`config.mk`:
```
export PLATFORM = sky130hd
export DESIGN_NAME = trap_unit_top
export DESIGN_NICKNAME = d
export VERILOG_FILES = /design/src/hw/trap_pkg.sv /design/src/hw/sys_inst_decode.sv /design/src/hw/credit_fifo.sv /design/src/hw/clint.sv /design/src/hw/csr_regs.sv /design/src/hw/trap_unit_top.sv
export VERILOG_INCLUDE_DIRS = /design/src /design/src/hw
export SDC_FILE = /design/constraint.sdc
export NUM_CORES = 1
export LEC_CHECK = 0
export BUFFER_PORTS_ARGS = -buffer_cell sky130_fd_sc_hd__buf_2
export CORE_UTILIZATION = 62
export CTS_CLUSTER_DIAMETER = 100
export CTS_CLUSTER_SIZE = 28
export DETAILED_ROUTE_END_ITERATION = 7
export PLACE_DENSITY = 0.95
export SLEW_MARGIN = 20
export SYNTH_ARGS = -nofsm -noshare
export SYNTH_HDL_FRONTEND = slang
export SYNTH_SLANG_ARGS = --single-unit
```
`constraint.sdc`:
```
create_clock -name clk -period 5.9 [get_ports clk]
set_input_delay 1.18 -clock clk [delete_from_list [all_inputs] [get_ports clk]]
set_output_delay 1.18 -clock clk [all_outputs]
set_load 0.05 [all_outputs]
```
`src/hw/trap_params.svh`:
```
// ~~~~~~~~~~~~~~~~~~~~~~~~~~~~~~~~~~~~~~~~~~~~~~~~~~~~~~~~~~~~~~~~~~~~~~~~~~
// trap unit constants: widths, queue depth, system opcodes, CSR map, causes
// ~~~~~~~~~~~~~~~~~~~~~~~~~~~~~~~~~~~~~~~~~~~~~~~~~~~~~~~~~~~~~~~~~~~~~~~~~~
`ifndef TRAP_PARAMS_SVH
`define TRAP_PARAMS_SVH

`define XLEN        32           // data and address width
`define FIFO_DEPTH  4            // queue slots, also credits after reset

// full 32-bit system instruction encodings
`define INST_ECALL  32'h00000073
`define INST_EBREAK 32'h00100073
`define INST_MRET   32'h30200073

// machine CSR addresses
`define CSR_MSTATUS 12'h300
`define CSR_MTVEC   12'h305
`define CSR_MEPC    12'h341
`define CSR_MCAUSE  12'h342

// synchronous exception codes for mcause
`define CAUSE_ECALL  11
`define CAUSE_EBREAK 3

`endif

```
`src/hw/trap_pkg.sv`:
```
// ~~~~~~~~~~~~~~~~~~~~~~~~~~~~~~~~~~~~~~~~~~~~~~~~~~~~~~~~~~~~~~~~~~~~~~~~~~
// trap unit shared types: retire bundle, trap request, CSR write, redirect
// ~~~~~~~~~~~~~~~~~~~~~~~~~~~~~~~~~~~~~~~~~~~~~~~~~~~~~~~~~~~~~~~~~~~~~~~~~~
`include "trap_params.svh"

package trap_pkg;

    // what the decoder made of a retired instruction
    typedef enum logic [1:0] {
        TK_NONE   = 2'd0,    // ordinary instruction, no action
        TK_ECALL  = 2'd1,
        TK_EBREAK = 2'd2,
        TK_MRET   = 2'd3
    } trap_kind_e;

    // one retired instruction as offered by the pipeline
    typedef struct packed {
        logic [31:0]      inst;       // raw encoding
        logic [`XLEN-1:0] pc;         // address of inst
        logic             jump;       // ex stage took a jump
        logic [`XLEN-1:0] jump_addr;  // target of that jump
    } retire_t;

    // queued request for the sequencer
    typedef struct packed {
        trap_kind_e       kind;
        logic [`XLEN-1:0] epc;        // return address to save in mepc
    } trap_req_t;

    // single CSR write beat
    typedef struct packed {
        logic             we;
        logic [11:0]      addr;       // CSR address space is 12 bits
        logic [`XLEN-1:0] data;
    } csr_wr_t;

    // fetch redirect, valid for one cycle
    typedef struct packed {
        logic             valid;
        logic [`XLEN-1:0] target;
    } redirect_t;

endpackage

```
`src/hw/sys_inst_decode.sv`:
```
// ~~~~~~~~~~~~~~~~~~~~~~~~~~~~~~~~~~~~~~~~~~~~~~~~~~~~~~~~~~~~~~~~~~~~~~~~~~
// system instruction decoder, turns each retire into a registered trap request
// ~~~~~~~~~~~~~~~~~~~~~~~~~~~~~~~~~~~~~~~~~~~~~~~~~~~~~~~~~~~~~~~~~~~~~~~~~~
`timescale 1ns/1ns
`include "trap_params.svh"

module sys_inst_decode (
    input  logic                  clk,
    input  logic                  arst_n_i,
    input  logic                  ret_valid_i,   // one retire per cycle at most
    input  trap_pkg::retire_t     ret_i,
    output logic                  req_valid_o,   // push strobe for the queue
    output trap_pkg::trap_req_t   req_o
);

    trap_pkg::trap_kind_e kind_d;
    logic [`XLEN-1:0]     epc_d;

    // exact match on the full word, funct/rs/rd fields all zero
    always_comb begin
        if (ret_i.inst == `INST_ECALL) begin
            kind_d = trap_pkg::TK_ECALL;
        end else if (ret_i.inst == `INST_EBREAK) begin
            kind_d = trap_pkg::TK_EBREAK;
        end else if (ret_i.inst == `INST_MRET) begin
            kind_d = trap_pkg::TK_MRET;
        end else begin
            kind_d = trap_pkg::TK_NONE;  // still queued, keeps credits balanced
        end
    end

    // a jump already in flight means the trap returns to its target
    assign epc_d = ret_i.jump ? (ret_i.jump_addr - `XLEN'd4) : ret_i.pc;

    // strobe is control, cleared by reset
    always_ff @(posedge clk or negedge arst_n_i) begin
        if (!arst_n_i) begin
            req_valid_o <= 1'b0;
        end else begin
            req_valid_o <= ret_valid_i;
        end
    end

    // payload only loads on a real retire
    always_ff @(posedge clk) begin
        if (ret_valid_i) begin
            req_o.kind <= kind_d;
            req_o.epc  <= epc_d;
        end
    end

endmodule

```
`src/hw/credit_fifo.sv`:
```
// ~~~~~~~~~~~~~~~~~~~~~~~~~~~~~~~~~~~~~~~~~~~~~~~~~~~~~~~~~~~~~~~~~~~~~~~~~~
// show-ahead queue, one credit pulse back upstream per popped entry
// ~~~~~~~~~~~~~~~~~~~~~~~~~~~~~~~~~~~~~~~~~~~~~~~~~~~~~~~~~~~~~~~~~~~~~~~~~~
`timescale 1ns/1ns
`include "trap_params.svh"

module credit_fifo #(
    parameter type T_PAYLOAD = logic [7:0],
    parameter int  DEPTH     = `FIFO_DEPTH
) (
    input  logic     clk,
    input  logic     arst_n_i,
    input  logic     push_i,        // sender honours credits, never full here
    input  T_PAYLOAD push_data_i,
    input  logic     pop_i,
    output T_PAYLOAD pop_data_o,    // head entry, valid while not empty
    output logic     empty_o,
    output logic     crd_ret_o      // one-cycle pulse per pop
);

    localparam int PW = (DEPTH > 1) ? $clog2(DEPTH) : 1;
    localparam int CW = $clog2(DEPTH + 1);

    T_PAYLOAD        mem [DEPTH];
    logic [PW-1:0]   wr_ptr;
    logic [PW-1:0]   rd_ptr;
    logic [CW-1:0]   count;
    logic            do_push;
    logic            do_pop;

    assign do_push = push_i;
    assign do_pop  = pop_i & ~empty_o;  // ignore a pop on an empty queue

    assign empty_o    = (count == '0);
    assign pop_data_o = mem[rd_ptr];    // show-ahead read

    // storage has no reset
    always_ff @(posedge clk) begin
        if (do_push) begin
            mem[wr_ptr] <= push_data_i;
        end
    end

    always_ff @(posedge clk or negedge arst_n_i) begin
        if (!arst_n_i) begin
            wr_ptr    <= '0;
            rd_ptr    <= '0;
            count     <= '0;
            crd_ret_o <= 1'b0;
        end else begin
            if (do_push) begin
                // wrap by compare, DEPTH need not be a power of two
                wr_ptr <= (wr_ptr == PW'(DEPTH - 1)) ? '0 : wr_ptr + 1'b1;
            end
            if (do_pop) begin
                rd_ptr <= (rd_ptr == PW'(DEPTH - 1)) ? '0 : rd_ptr + 1'b1;
            end
            case ({do_push, do_pop})
                2'b10:   count <= count + 1'b1;
                2'b01:   count <= count - 1'b1;
                default: count <= count;  // both or neither
            endcase
            crd_ret_o <= do_pop;  // credit goes back the cycle after the pop
        end
    end

endmodule

```
`src/hw/clint.sv`:
```
// ~~~~~~~~~~~~~~~~~~~~~~~~~~~~~~~~~~~~~~~~~~~~~~~~~~~~~~~~~~~~~~~~~~~~~~~~~~
// machine trap sequencer: CSR save on ecall/ebreak, restore on mret, redirect
// ~~~~~~~~~~~~~~~~~~~~~~~~~~~~~~~~~~~~~~~~~~~~~~~~~~~~~~~~~~~~~~~~~~~~~~~~~~
`timescale 1ns/1ns
`include "trap_params.svh"

module clint (
    input  logic                  clk,
    input  logic                  arst_n_i,
    // from the queue
    input  trap_pkg::trap_req_t   req_i,       // head entry
    input  logic                  empty_i,
    output logic                  pop_o,
    // from csr_regs
    input  logic [`XLEN-1:0]      mstatus_i,
    input  logic [`XLEN-1:0]      mtvec_i,
    input  logic [`XLEN-1:0]      mepc_i,
    // to csr_regs
    output trap_pkg::csr_wr_t     csr_wr_o,
    // to pipeline
    output logic                  hold_o,
    output trap_pkg::redirect_t   redirect_o
);

    // one-hot state encoding
    localparam logic [4:0] S_IDLE    = 5'b00001;
    localparam logic [4:0] S_MEPC    = 5'b00010;  // mepc write on the wire
    localparam logic [4:0] S_MSTATUS = 5'b00100;  // mstatus save on the wire
    localparam logic [4:0] S_MCAUSE  = 5'b01000;  // mcause write plus redirect
    localparam logic [4:0] S_MRET    = 5'b10000;  // mstatus restore plus redirect

    logic [4:0]          state_q;
    logic [4:0]          state_d;
    logic [`XLEN-1:0]    cause_q;      // held from pop until the mcause beat
    logic                is_trap;
    logic [`XLEN-1:0]    mstatus_trap;
    logic [`XLEN-1:0]    mstatus_ret;
    trap_pkg::csr_wr_t   wr_d;
    trap_pkg::redirect_t redir_d;

    assign hold_o  = (state_q != S_IDLE);
    assign pop_o   = (state_q == S_IDLE) & ~empty_i;  // one entry at a time
    assign is_trap = (req_i.kind == trap_pkg::TK_ECALL) ||
                     (req_i.kind == trap_pkg::TK_EBREAK);

    // trap entry: MPIE <= MIE, MIE <= 0
    assign mstatus_trap = {mstatus_i[`XLEN-1:8], mstatus_i[3], mstatus_i[6:4],
                           1'b0, mstatus_i[2:0]};
    // return: MIE <= MPIE, MPIE <= 1
    assign mstatus_ret  = {mstatus_i[`XLEN-1:8], 1'b1, mstatus_i[6:4],
                           mstatus_i[7], mstatus_i[2:0]};

    // next state and the write beat that goes with it
    // outputs are registered, so each beat is decided one edge ahead
    always_comb begin
        state_d = S_IDLE;
        wr_d    = '0;
        redir_d = '0;
        case (state_q)
            S_IDLE: begin
                if (pop_o && is_trap) begin
                    state_d    = S_MEPC;
                    wr_d.we    = 1'b1;
                    wr_d.addr  = `CSR_MEPC;
                    wr_d.data  = req_i.epc;  // straight from the head entry
                end else if (pop_o && (req_i.kind == trap_pkg::TK_MRET)) begin
                    state_d        = S_MRET;
                    wr_d.we        = 1'b1;
                    wr_d.addr      = `CSR_MSTATUS;
                    wr_d.data      = mstatus_ret;
                    redir_d.valid  = 1'b1;
                    redir_d.target = mepc_i;
                end
                // TK_NONE pops and stays idle
            end
            S_MEPC: begin
                state_d   = S_MSTATUS;
                wr_d.we   = 1'b1;
                wr_d.addr = `CSR_MSTATUS;
                wr_d.data = mstatus_trap;
            end
            S_MSTATUS: begin
                state_d        = S_MCAUSE;
                wr_d.we        = 1'b1;
                wr_d.addr      = `CSR_MCAUSE;
                wr_d.data      = cause_q;
                redir_d.valid  = 1'b1;
                redir_d.target = mtvec_i;  // direct mode only
            end
            default: begin
                state_d = S_IDLE;  // MCAUSE and MRET finish here
            end
        endcase
    end

    always_ff @(posedge clk or negedge arst_n_i) begin
        if (!arst_n_i) begin
            state_q    <= S_IDLE;
            csr_wr_o   <= '0;
            redirect_o <= '0;
        end else begin
            state_q    <= state_d;
            csr_wr_o   <= wr_d;
            redirect_o <= redir_d;
        end
    end

    // cause code captured with the pop
    always_ff @(posedge clk) begin
        if (pop_o && is_trap) begin
            cause_q <= (req_i.kind == trap_pkg::TK_ECALL) ? `XLEN'(`CAUSE_ECALL)
                                                          : `XLEN'(`CAUSE_EBREAK);
        end
    end

endmodule

```
`src/hw/csr_regs.sv`:
```
// ~~~~~~~~~~~~~~~~~~~~~~~~~~~~~~~~~~~~~~~~~~~~~~~~~~~~~~~~~~~~~~~~~~~~~~~~~~
// machine CSR file: mstatus, mtvec, mepc, mcause with hw and sw write ports
// ~~~~~~~~~~~~~~~~~~~~~~~~~~~~~~~~~~~~~~~~~~~~~~~~~~~~~~~~~~~~~~~~~~~~~~~~~~
`timescale 1ns/1ns
`include "trap_params.svh"

module csr_regs (
    input  logic                clk,
    input  logic                arst_n_i,
    input  trap_pkg::csr_wr_t   hw_wr_i,      // from the sequencer, wins
    input  trap_pkg::csr_wr_t   sw_wr_i,      // software port
    input  logic [11:0]         raddr_i,
    output logic [`XLEN-1:0]    rdata_o,
    output logic [`XLEN-1:0]    mstatus_o,
    output logic [`XLEN-1:0]    mtvec_o,
    output logic [`XLEN-1:0]    mepc_o
);

    logic [`XLEN-1:0]  mstatus_q;
    logic [`XLEN-1:0]  mtvec_q;
    logic [`XLEN-1:0]  mepc_q;
    logic [`XLEN-1:0]  mcause_q;
    trap_pkg::csr_wr_t wr;             // the write that lands this cycle

    // sequencer beat beats software, colliding sw write is lost
    assign wr = hw_wr_i.we ? hw_wr_i : sw_wr_i;

    always_ff @(posedge clk or negedge arst_n_i) begin
        if (!arst_n_i) begin
            mstatus_q <= '0;
            mtvec_q   <= '0;
            mepc_q    <= '0;
            mcause_q  <= '0;
        end else if (wr.we) begin
            case (wr.addr)
                `CSR_MSTATUS: mstatus_q <= wr.data;
                `CSR_MTVEC:   mtvec_q   <= wr.data;
                `CSR_MEPC:    mepc_q    <= wr.data;
                `CSR_MCAUSE:  mcause_q  <= wr.data;
                default:      ;  // unmapped address, dropped
            endcase
        end
    end

    // software read, combinational
    always_comb begin
        case (raddr_i)
            `CSR_MSTATUS: rdata_o = mstatus_q;
            `CSR_MTVEC:   rdata_o = mtvec_q;
            `CSR_MEPC:    rdata_o = mepc_q;
            `CSR_MCAUSE:  rdata_o = mcause_q;
            default:      rdata_o = '0;  // unknown reads as zero
        endcase
    end

    // direct taps for the sequencer
    assign mstatus_o = mstatus_q;
    assign mtvec_o   = mtvec_q;
    assign mepc_o    = mepc_q;

endmodule

```
`src/hw/trap_unit_top.sv`:
```
// ~~~~~~~~~~~~~~~~~~~~~~~~~~~~~~~~~~~~~~~~~~~~~~~~~~~~~~~~~~~~~~~~~~~~~~~~~~
// trap unit top: decoder, credit queue, sequencer and CSR file
// ~~~~~~~~~~~~~~~~~~~~~~~~~~~~~~~~~~~~~~~~~~~~~~~~~~~~~~~~~~~~~~~~~~~~~~~~~~
`timescale 1ns/1ns
`include "trap_params.svh"

module trap_unit_top (
    input  logic                  clk,
    input  logic                  arst_n_i,
    input  logic                  ret_valid_i,   // only sent while holding a credit
    input  trap_pkg::retire_t     ret_i,
    output logic                  crd_ret_o,
    output logic                  hold_o,
    output trap_pkg::redirect_t   redirect_o,
    input  trap_pkg::csr_wr_t     csr_sw_i,
    input  logic [11:0]           csr_raddr_i,
    output logic [`XLEN-1:0]      csr_rdata_o
);

    logic                req_valid;
    trap_pkg::trap_req_t req;
    trap_pkg::trap_req_t head;       // queue head, show-ahead
    logic                empty;
    logic                pop;
    trap_pkg::csr_wr_t   hw_wr;
    logic [`XLEN-1:0]    mstatus;
    logic [`XLEN-1:0]    mtvec;
    logic [`XLEN-1:0]    mepc;

    sys_inst_decode u_decode (
        .clk         (clk),
        .arst_n_i    (arst_n_i),
        .ret_valid_i (ret_valid_i),
        .ret_i       (ret_i),
        .req_valid_o (req_valid),
        .req_o       (req)
    );

    credit_fifo #(
        .T_PAYLOAD (trap_pkg::trap_req_t),
        .DEPTH     (`FIFO_DEPTH)
    ) u_fifo (
        .clk         (clk),
        .arst_n_i    (arst_n_i),
        .push_i      (req_valid),
        .push_data_i (req),
        .pop_i       (pop),
        .pop_data_o  (head),
        .empty_o     (empty),
        .crd_ret_o   (crd_ret_o)
    );

    clint u_clint (
        .clk        (clk),
        .arst_n_i   (arst_n_i),
        .req_i      (head),
        .empty_i    (empty),
        .pop_o      (pop),
        .mstatus_i  (mstatus),
        .mtvec_i    (mtvec),
        .mepc_i     (mepc),
        .csr_wr_o   (hw_wr),
        .hold_o     (hold_o),
        .redirect_o (redirect_o)
    );

    csr_regs u_csr (
        .clk       (clk),
        .arst_n_i  (arst_n_i),
        .hw_wr_i   (hw_wr),
        .sw_wr_i   (csr_sw_i),
        .raddr_i   (csr_raddr_i),
        .rdata_o   (csr_rdata_o),
        .mstatus_o (mstatus),
        .mtvec_o   (mtvec),
        .mepc_o    (mepc)
    );

endmodule

```
==> Word level (Yosys, flattened, before mapping) <==
Memories as Yosys holds them, arrays and structs flattened.
Index checks and enable logic that the tools add are counted.
{ "classes": {"n_addsub": 5, "mul": 0, "div_mod_pow": 0, "n_lt_le_gt_ge": 0, "n_eq_ne": 22, "shifts": 0, "mux": 20, "bitwise": 3, "n_reduce_logical": 9} }
{ "ops": {"columns": ["operator", "count"], "rows": [
  ["$mux W45", 3],
  ["$pmux W45 S3", 1],
  ["$pmux W32 S4", 1],
  ["$eq A12 B10 Y1 const B", 8],
  ["$mux W33", 2],
  ["$pmux W33 S2", 1],
  ["$eq A32 B21 Y1 const B", 1],
  ["$eq A32 B30 Y1 const B", 1],
  ["$eq A32 B7 Y1 const B", 1],
  ["$mux W32", 1],
  ["$sub A32 B3 Y32 const B", 1],
  ["$pmux W5 S3", 1],
  ["$eq A2 B2 Y1 const B", 5],
  ["$mux W5", 2],
  ["$mux W2", 4],
  ["$reduce_and A2 Y1", 4],
  ["$pmux W3 S2", 1],
  ["$eq A5 B1 Y1 const B", 1],
  ["$eq A5 B2 Y1 const B", 1],
  ["$eq A5 B3 Y1 const B", 1],
  ["$ne A5 B1 Y1 const B", 1],
  ["$add A2 B1 Y2 const B", 2],
  ["$eq A2 B1 Y1 const B", 2],
  ["$mux W4", 1],
  ["other kinds (9)", 12]
]} }
{ "word_totals": {"reg_bits": 286, "latch_bits": 0, "mem_bits_rw": 136, "rom_bits": 0, "out_inout_bits": 67, "word_cells": 78, "n_memories": 1} }
{ "mem_list": {"columns": ["name", "depth", "width", "read_ports", "rd_ports_with_merged_regs", "wr", "line_no", "text"], "rows": [
  ["u_fifo.mem", 4, 34, 1, 0, 1, "credit_fifo.sv:24", "T_PAYLOAD mem [DEPTH];"]
]} }

==> Longest topological paths before layout <==
Gate-level depths: netlist of the first run.
{ "depth": {"ltp_word": 7, "mapped_depth": 10} }

==> Hierarchy <==
Synthesis of the first run repeated with hierarchy kept, for this count alone.
{ "hier_totals": {"cells_unflattened": 1104, "hier_area_um2": 16708.5} }
{ "modules_own_cells": {"columns": ["module", "n_inst", "cells_per_inst", "area_per_inst_um2"], "rows": [
  ["csr_regs", 1, 495, 6486.2],
  ["credit_fifo", 1, 218, 5407.7],
  ["clint", 1, 188, 2713.9],
  ["sys_inst_decode", 1, 203, 2100.8]
]} }

==> Least setup slack after synthesis of the first run <==
No wires, ideal clock.
{ "synth_path": {"path_type": "input-to-output", "start": "input port csr_raddr_i[7]", "end": "output port csr_rdata_o[10]", "arrival_time_ns": 2.979, "slack_ns": 1.741, "stages": 5, "path_cell_list": "nor4b_1 > and4_1 > clkbuf_1 > clkbuf_1 > a221o_1"} }
{ "synth_via": {"elab_chain_cells": 2} }
{ "synth_rtl": {"columns": ["element", "line_no", "text"], "rows": [
  ["from (decl)", "trap_unit_top.sv:16", "input logic [11:0] csr_raddr_i,"],
  ["$eq A12 B10 Y1", "csr_regs.sv:47", "case (raddr_i)"],
  ["$pmux W32 S4 *", "csr_regs.sv:47", null],
  ["to (decl)", "trap_unit_top.sv:17", "output logic [`XLEN-1:0] csr_rdata_o"]
]} }
Every way passes the cells marked *; elsewhere a longest branch is shown, timed or not.

==> Final worst setup path of the first run <==
{ "layout_path": {"start": "input port csr_raddr_i[3]", "end": "output port csr_rdata_o[29]"} }
Same word-level chain as after synthesis.

==> run summary, run 1 <==
In the final routed layout, each cell accounts on average for 23.2 um. The logs give 0 for the final-report hold violation count and 0 for the final global-route overflow total. The min-delay analysis places its worst path in the category flip-flop to flip-flop. The combined global-route utilization of all metal layers came out at 28.5%. CTS saw 380 sinks. The synthesized netlist cell count is 1,091, and the number of clock buffers inserted by TritonCTS is 17. The die covers 0.0268 mm2. Dividing total power by cell area gives a power density of 404 mW/mm2. Leakage power of the design: 7.42 nW.

The tools report the number of ports placed on the die boundary as 224. In this run, synthesis inferred 171 flip-flops with an integrated enable. The tools report the worst slew margin relative to its limit as 36.1%. The area growth from synthesis to layout is 11.8%. Clock-pin slew on the worst setup and hold paths: 0.10 ns. The repair_antennas step left the layout with diodes totalling 0. The net count after synthesis is 1,258. The proportion of synthesized chip area in sequential cells is 64.0%, and the number of library cell types mapped by synthesis is 53. Buffers inserted to repair hold after CTS numbered 0. Height of the die: 164 um.

STA classifies the critical path endpoint as an output port. In this run, post-CTS repair resized a total of 0 instances. Summing all flip-flop and latch instances after layout gives 0.0104 mm2. The number of placed instances, taps included, is 1,587. For this run, design rule violations remaining after detail routing come to 0.

Setup repair after global routing left no endpoint under its margin. The design draws 7.31 mW. The fraction of layout instances using a drive strength above 1 works out to 37.3%. Entering global routing, the biggest net connects 107 pins. The final worst-path setup slack is 1.40 ns. The kind of start point of the critical path is a primary input. The logs give 1,443 for the final layout net count and 0.252 mV for the peak supply drop. First-pass GRT wire length: 58.7 mm.

The non-filler instance count after layout is 1,614, and the post-synth design cell area is 0.0162 mm2. By area the synthesized netlist is led by sky130_fd_sc_hd__dfrtp_1 (32%), sky130_fd_sc_hd__edfxtp_1 (32%), sky130_fd_sc_hd__mux2_2 (11%), sky130_fd_sc_hd__mux4_2 (4.7%), sky130_fd_sc_hd__a22o_1 (3.3%). The flow ran to the end, and the final reports show no timing, DRC or antenna violations. The clock reaches the later pin of the worst-skew pair after 0.52 ns.

The run gives 0 as the final count of pins violating max slew. Summed over all layers, the routed wires come to 37.5 mm. For the pin with the worst max-slew slack, the measured transition is 0.959 ns. Setup violations remaining at the end of the flow were counted as 0. Total of max-cap violations: 0. Clock skew on the completed layout was measured at 0.0345 ns. The floorplan has 58 rows.

The port buffer count is 223, and the core region area is 0.0254 mm2. The highest fanout seen on the critical path was 32. For the finished layout, the period the worst path requires is 4.50 ns.

Of the post-synthesis cell area, the dominant cell type holds 32.2%. The biggest area contributor in the post-synthesis netlist is sky130_fd_sc_hd__dfrtp_1. The first routing iteration left 1,117 violations.

Layout filler cell count: 1,581. The worst setup path is of the primary input to output port kind. From left edge to right edge, the die measures 164 um.

On the final layout, the worst hold slack is 0.489 ns. The tools report the cell area after placement as 0.0176 mm2. After detailed routing, the number of vias per cell comes to 6.64.

The initial antenna violation count is 0, and the number of buffers inserted by post-CTS setup repair is 0. After routing the design area is 0.0181 mm2. Footprint of the multi-input gates: 0.00552 mm2.

TritonCTS built the clock tree. Across all layers, the routed design uses 10.7k vias. The minimum setup slack after placement came out at 1.19 ns. Cells fill 71.2% of the core in the end. The library cell used as clock root buffer is sky130_fd_sc_hd__clkbuf_16.

At the end of routability-driven placement, the weighted congestion stood at 0.862. During synthesis, Yosys emitted a total of 0 warnings. Static timing analysis puts the maximum clock frequency at 222 MHz.

STA puts the critical path data required time at 4.72 ns. The maximum level of the CTS H-tree came out at 1. For this run, the detailed router's first-pass iteration total came to 5. The longest clock path from root to sink contains 3 buffers. After synthesis the netlist holds a flip-flop and latch count of 380. Summed over all failing endpoints, the final setup total negative slack is 0 ns. Once detail routing completed, the nets flagged for antenna violations numbered 0. After synthesis, the share of flip-flops with an asynchronous set or reset is 55.0%. For the detailed-placement wirelength estimate, the log shows 24.6 mm.

For this run, the leading register cell type out of synthesis is sky130_fd_sc_hd__dfrtp_1. The worst path arrival time was 3.32 ns; the average cell area after synthesis was 14.8 um2. Of the available clock period, the critical path in the final layout requires 76.3%. The logs give 10.5k for the via count of the first global-routing pass and 63.7% for the initial core utilization.
state kept, by name, summed over array words and instances (netlist names), 2 cells and up:
signal / count
u_fifo.count: 3
u_csr.mcause_q: 32
u_csr.mstatus_o: 32
u_csr.mtvec_o: 32
u_decode.req_o: 34
u_csr.mepc_o: 32
u_clint.redirect_o: 33
u_clint.state_q: 5
u_fifo.rd_ptr: 2
u_fifo.mem: 136
u_clint.csr_wr_o: 34
u_fifo.wr_ptr: 2
synth_stat cells, types with 2 or more instances:
master / n
sky130_fd_sc_hd__edfxtp_1: 171
sky130_fd_sc_hd__or4_1: 16
sky130_fd_sc_hd__clkbuf_1: 65
sky130_fd_sc_hd__o21ai_0: 6
sky130_fd_sc_hd__dfrtp_1: 208
sky130_fd_sc_hd__nand2b_1: 2
sky130_fd_sc_hd__mux2_2: 165
sky130_fd_sc_hd__nand4b_1: 4
sky130_fd_sc_hd__nor4b_1: 3
sky130_fd_sc_hd__nor2b_1: 2
sky130_fd_sc_hd__a22o_1: 61
sky130_fd_sc_hd__and2_1: 5
sky130_fd_sc_hd__inv_1: 12
sky130_fd_sc_hd__nor4_1: 12
sky130_fd_sc_hd__nand3_1: 68
sky130_fd_sc_hd__nor4bb_1: 3
sky130_fd_sc_hd__and3_1: 2
sky130_fd_sc_hd__ha_1: 9
sky130_fd_sc_hd__mux2i_1: 2
sky130_fd_sc_hd__nand4_1: 5
sky130_fd_sc_hd__buf_1: 8
sky130_fd_sc_hd__a221o_1: 34
sky130_fd_sc_hd__buf_2: 3
sky130_fd_sc_hd__or3_1: 13
sky130_fd_sc_hd__or4b_1: 3
sky130_fd_sc_hd__a31oi_1: 18
sky130_fd_sc_hd__o31ai_1: 11
sky130_fd_sc_hd__xnor2_1: 9
sky130_fd_sc_hd__a21oi_1: 44
sky130_fd_sc_hd__nand2_1: 11
sky130_fd_sc_hd__a211oi_1: 2
sky130_fd_sc_hd__mux4_2: 34
sky130_fd_sc_hd__o41ai_1: 2
sky130_fd_sc_hd__or2_2: 4
sky130_fd_sc_hd__nor3_1: 9
sky130_fd_sc_hd__xor2_1: 3
sky130_fd_sc_hd__nor2_1: 46
cells in the final DEF, fill, tap and decap left out, types with 6 or more instances in the layout:
cell / synthesis / layout
sky130_fd_sc_hd__o31ai_1: 11 / 11
sky130_fd_sc_hd__ha_1: 9 / 9
sky130_fd_sc_hd__buf_4: 0 / 20
sky130_fd_sc_hd__nor2_1: 46 / 44
sky130_fd_sc_hd__or4_1: 16 / 15
sky130_fd_sc_hd__mux4_2: 34 / 34
sky130_fd_sc_hd__mux2_2: 165 / 165
sky130_fd_sc_hd__buf_2: 3 / 222
sky130_fd_sc_hd__clkbuf_1: 65 / 9
sky130_fd_sc_hd__a31oi_1: 18 / 18
sky130_fd_sc_hd__clkbuf_16: 0 / 17
sky130_fd_sc_hd__edfxtp_1: 171 / 171
sky130_fd_sc_hd__nand3_1: 68 / 68
sky130_fd_sc_hd__a22o_1: 61 / 61
sky130_fd_sc_hd__o21ai_0: 6 / 6
sky130_fd_sc_hd__a21oi_1: 44 / 43
sky130_fd_sc_hd__inv_1: 12 / 12
sky130_fd_sc_hd__nor3_1: 9 / 8
sky130_fd_sc_hd__a221o_1: 34 / 34
sky130_fd_sc_hd__or3_1: 13 / 13
sky130_fd_sc_hd__nand2_1: 11 / 11
sky130_fd_sc_hd__dfrtp_1: 208 / 207
sky130_fd_sc_hd__xnor2_1: 9 / 9
sky130_fd_sc_hd__nor4_1: 12 / 11
report_power, final:
part           internal (mW)  total (mW)  leakage, nW  switching (mW)
logic                  0.984        2.24         2.89            1.25
registers               3.39        3.76         4.30           0.368
clock network          0.551        1.31        0.227           0.763
total                   4.93        7.31         7.42            2.38
critical path: stages:
cell	delay (ns)
sky130_fd_sc_hd__buf_2	0.10
sky130_fd_sc_hd__or3_1	0.38
sky130_fd_sc_hd__or4_2	0.93
sky130_fd_sc_hd__a21oi_1	0.30
sky130_fd_sc_hd__a221o_1	0.15
sky130_fd_sc_hd__buf_2	0.27
cell type report:
cell class / instances / share of cell area (%)
clock inverters: 1 / 0.0899
well taps: 330 / 2.28
flip-flops and latches: 380 / 57.3
repair buffers: 243 / 7.05
inverters: 12 / 0.249
clock buffers: 26 / 2.54
multi-input cells: 622 / 30.5
worst paths after layout:
path	from	to	slack [ns]	depth (start not counted)
worst min-delay path	u_clint.cause_q[3]	u_clint.csr_wr_o[3]	0.49	2
worst min register to register	u_clint.cause_q[3]	u_clint.csr_wr_o[3]	0.49	2
max in group asynchronous	arst_n_i	u_csr.mepc_o[17]	3.90	2
worst max register to register	u_fifo.rd_ptr[1]	u_clint.csr_wr_o[15]	2.60	8
worst max-delay path	csr_raddr_i[3]	csr_rdata_o[29]	1.40	6
min in group asynchronous	arst_n_i	u_csr.mstatus_o[4]	0.79	1
routing by layer:
| layer | up-vias | track usage (%) | part of all wire [%] |
|---|---|---|---|
| li1 | 4590 | - | - |
| met1 | 5344 | 40.9 | 40 |
| met2 | 686 | 45.6 | 48 |
| met3 | 98 | 4.49 | 9.4 |
| met4 | 0 | 8.59 | 2.9 |
| met5 | - | 0 | 0 |
cells by family after synthesis:
| family | count (synthesis) | share of synthesized area (%) |
|---|---|---|
| compound gates | 183 | 8.63 |
| mux | 201 | 16.3 |
| fa+ha+maj | 10 | 0.819 |
| simple gates | 216 | 7.40 |
| flops | 380 | 64.0 |
| buf+inv | 89 | 2.13 |
| xor+xnor | 12 | 0.649 |
Power figures use the tool's default switching activity.
==> inputs of run 2 (changes only) <==
--- a/config.mk
+++ b/config.mk
@@ -7,11 +7,11 @@
 export NUM_CORES = 1
 export LEC_CHECK = 0
 export BUFFER_PORTS_ARGS = -buffer_cell sky130_fd_sc_hd__buf_2
-export CORE_UTILIZATION = 62
+export CORE_UTILIZATION = 57
 export CTS_CLUSTER_DIAMETER = 100
 export CTS_CLUSTER_SIZE = 28
 export DETAILED_ROUTE_END_ITERATION = 7
-export PLACE_DENSITY = 0.95
+export PLACE_DENSITY = 0.89
 export SLEW_MARGIN = 20
 export SYNTH_ARGS = -nofsm -noshare
 export SYNTH_HDL_FRONTEND = slang
==> constraint.sdc (replaced) <==
create_clock -name clk -period 4.5 [get_ports clk]
set_input_delay 0.9 -clock clk [delete_from_list [all_inputs] [get_ports clk]]
set_output_delay 0.9 -clock clk [all_outputs]
set_load 0.05 [all_outputs]
==> run summary, run 2 (same netlist as run 1, synthesis figures left out) <==
The flow ran to the end, and the final reports show no timing, DRC or antenna violations. The worst setup path is launched from a primary input. Using the TritonRoute via totals, the vias-per-cell ratio works out to 6.26.

Derived from the worst setup path, the maximum achievable clock frequency is 271 MHz. For the maximum clock insertion buffer count, the log shows 3. The count of nets left with antenna violations after detail routing is 0, and the final-report hold violation count is 0. Setup repair after global routing left no endpoint under its margin. The floorplan step defined a core boundary enclosing 0.0279 mm2. For this configuration, the core starts out at a cell density of 58.1%. For the first-pass GRT wire length, the log shows 55.4 mm. At the worst endpoint, the arrival time is 2.80 ns.

The leakage power of the design is 7.43 nW, and the violation count after the first detailed-route iteration is 841. TritonCTS built the clock tree. The number of buffers inserted by post-CTS setup repair came out at 0.

Compared with the post-synthesis result, the final layout area differs by 12.3%. Clock-pin slew was measured on the worst setup and hold paths at 0.10 ns. The total of max-cap violations was 0; the ratio of final minimum period to clock period was 82.1%. The worst min-delay path class was flip-flop to flip-flop. The final count of pins violating max slew is 0, and the average routed wire per standard cell is 21.4 um. Detailed placement ended at an HPWL of 23.2 mm. Setup violations remaining at the end of the flow were counted as 0. For the pin with the worst max-slew slack, the measured transition is 0.995 ns.

The library cells used most frequently in the layout, excluding fill and tap cells, are sky130_fd_sc_hd__buf_2 (222), sky130_fd_sc_hd__dfrtp_1 (207), sky130_fd_sc_hd__edfxtp_1 (171). Cells with a size suffix above 1 make up 37.4% of the layout. The tools report the library cell used as clock root buffer as sky130_fd_sc_hd__clkbuf_16.

The worst-case IR drop observed on VDD is 0.353 mV. The most frequent standard cell in the layout excluding fill and tap cells was sky130_fd_sc_hd__buf_2. The die covers 0.0291 mm2. The run gives 1,447 as the final layout net count. The number of clock buffers inserted by TritonCTS came out at 17.

0 antenna diodes ended up in the layout. The register with the most flip-flops in the layout has 136 of them. For this block, the via count after detailed routing is 10.4k. For the worst setup path, the data required time is 3.60 ns. The chip width came out at 171 um. The pre-antenna-repair detailed-routing pass consisted of 5 iterations. Insertion delay to the later sink of the worst-skew pair: 0.50 ns. The combined global-route utilization of all metal layers came out at 24.7%. For the maximum level of the CTS H-tree, the log shows 1. The run gives 10.1k as the via count of the first global-routing pass. The post-detailed-routing wire length is 35.6 mm, and the height of the die is 171 um. u_fifo.mem holds more flip-flops than any other register.

The largest registers in the layout are u_fifo.mem: 136 flops, u_clint.csr_wr_o: 34 flops, u_decode.req_o: 34 flops. The number of remaining DRC errors was 0. The initial antenna violation count was 0; the layout filler cell count was 1,937.

The congestion estimate from routability-driven global placement came to 0.803. For this design, the CTS-stage hold fixing added 0 buffers. In this run the power density over the cells is 523 mW/mm2. The highest fanout seen on the critical path works out to 32. 224 I/O pins were placed.

The post-route minimum period came out at 3.70 ns. The run gives 0 as the final global-route overflow total. The accumulated negative setup slack is 0 ns, and the number of instances resized during post-cts repair is 0. The worst pin sits at a relative slew slack of 33.7%. The design draws 9.50 mW.

Largest clock skew in the final design: 0.0139 ns. The worst setup path is captured at an output port. Entering global routing, the biggest net connects 137 pins. The floorplan has 61 rows. For the number of sinks driven by the clock tree, the log shows 380.

The type of the worst setup path is primary input to output port. The port buffer count came out at 223.
==> run 2: through the flow <==
stage	cells	util [%]	hold slack, ns	cell area (um2)	setup slack (ns)
after floorplan	1091	-	0.415	16200	0.901
after global placement	1639	63.6	0.438	17700	0.590
after detailed placement	1639	63.6	0.444	17700	0.416
after CTS	1664	65.2	0.467	18200	0.409
after global routing	1664	65.3	0.486	18200	0.736
final	1664	65.3	0.470	18200	0.803
==> run 2: critical path: stages <==
cell and delay (ns):
sky130_fd_sc_hd__buf_2 0.09, sky130_fd_sc_hd__or3_1 0.38, sky130_fd_sc_hd__or4_1 0.42, sky130_fd_sc_hd__buf_4 0.28, sky130_fd_sc_hd__a21oi_1 0.29, sky130_fd_sc_hd__a221o_1 0.16
sky130_fd_sc_hd__buf_2 0.26
==> run 2: cell type report <==
cell class	count	area [um2]	area share (%)
clock buffer	24	452	2.48
clock inverter	1	16.3	0.0895
inverter	12	45.0	0.248
multi-input combinational	622	5520	30.4
sequential	380	10400	57.0
tap	378	473	2.60
timing repair buffer	247	1310	7.19
==> run 2: final timing paths <==
| kind | from | end | slack (ns) | depth (start not counted) |
|---|---|---|---|---|
| worst max-delay path | csr_raddr_i[3] | csr_rdata_o[11] | 0.80 | 7 |
| worst min register to register | u_clint.cause_q[3] | u_clint.csr_wr_o[3] | 0.47 | 2 |
| max in group asynchronous | arst_n_i | u_clint.csr_wr_o[29] | 2.84 | 2 |
| worst max register to register | u_fifo.rd_ptr[0] | u_clint.csr_wr_o[16] | 1.43 | 8 |
| worst min-delay path | u_clint.cause_q[3] | u_clint.csr_wr_o[3] | 0.47 | 2 |
| min in group asynchronous | arst_n_i | u_csr.mtvec_o[8] | 0.49 | 1 |
==> run 2: layer usage <==
metal  global-route usage, %  wire length [um]
met5                       0                 0
met4                    6.11               566
met3                    2.94              2370
met2                    40.5             17200
met1                    35.6             15500
==> run 2: where the power goes <==
part | leakage (nW) | internal [mW] | switching [mW]
registers | 4.30 | 4.45 | 0.462
logic | 2.91 | 1.29 | 1.59
clock network | 0.225 | 0.715 | 0.988
total | 7.43 | 6.46 | 3.04
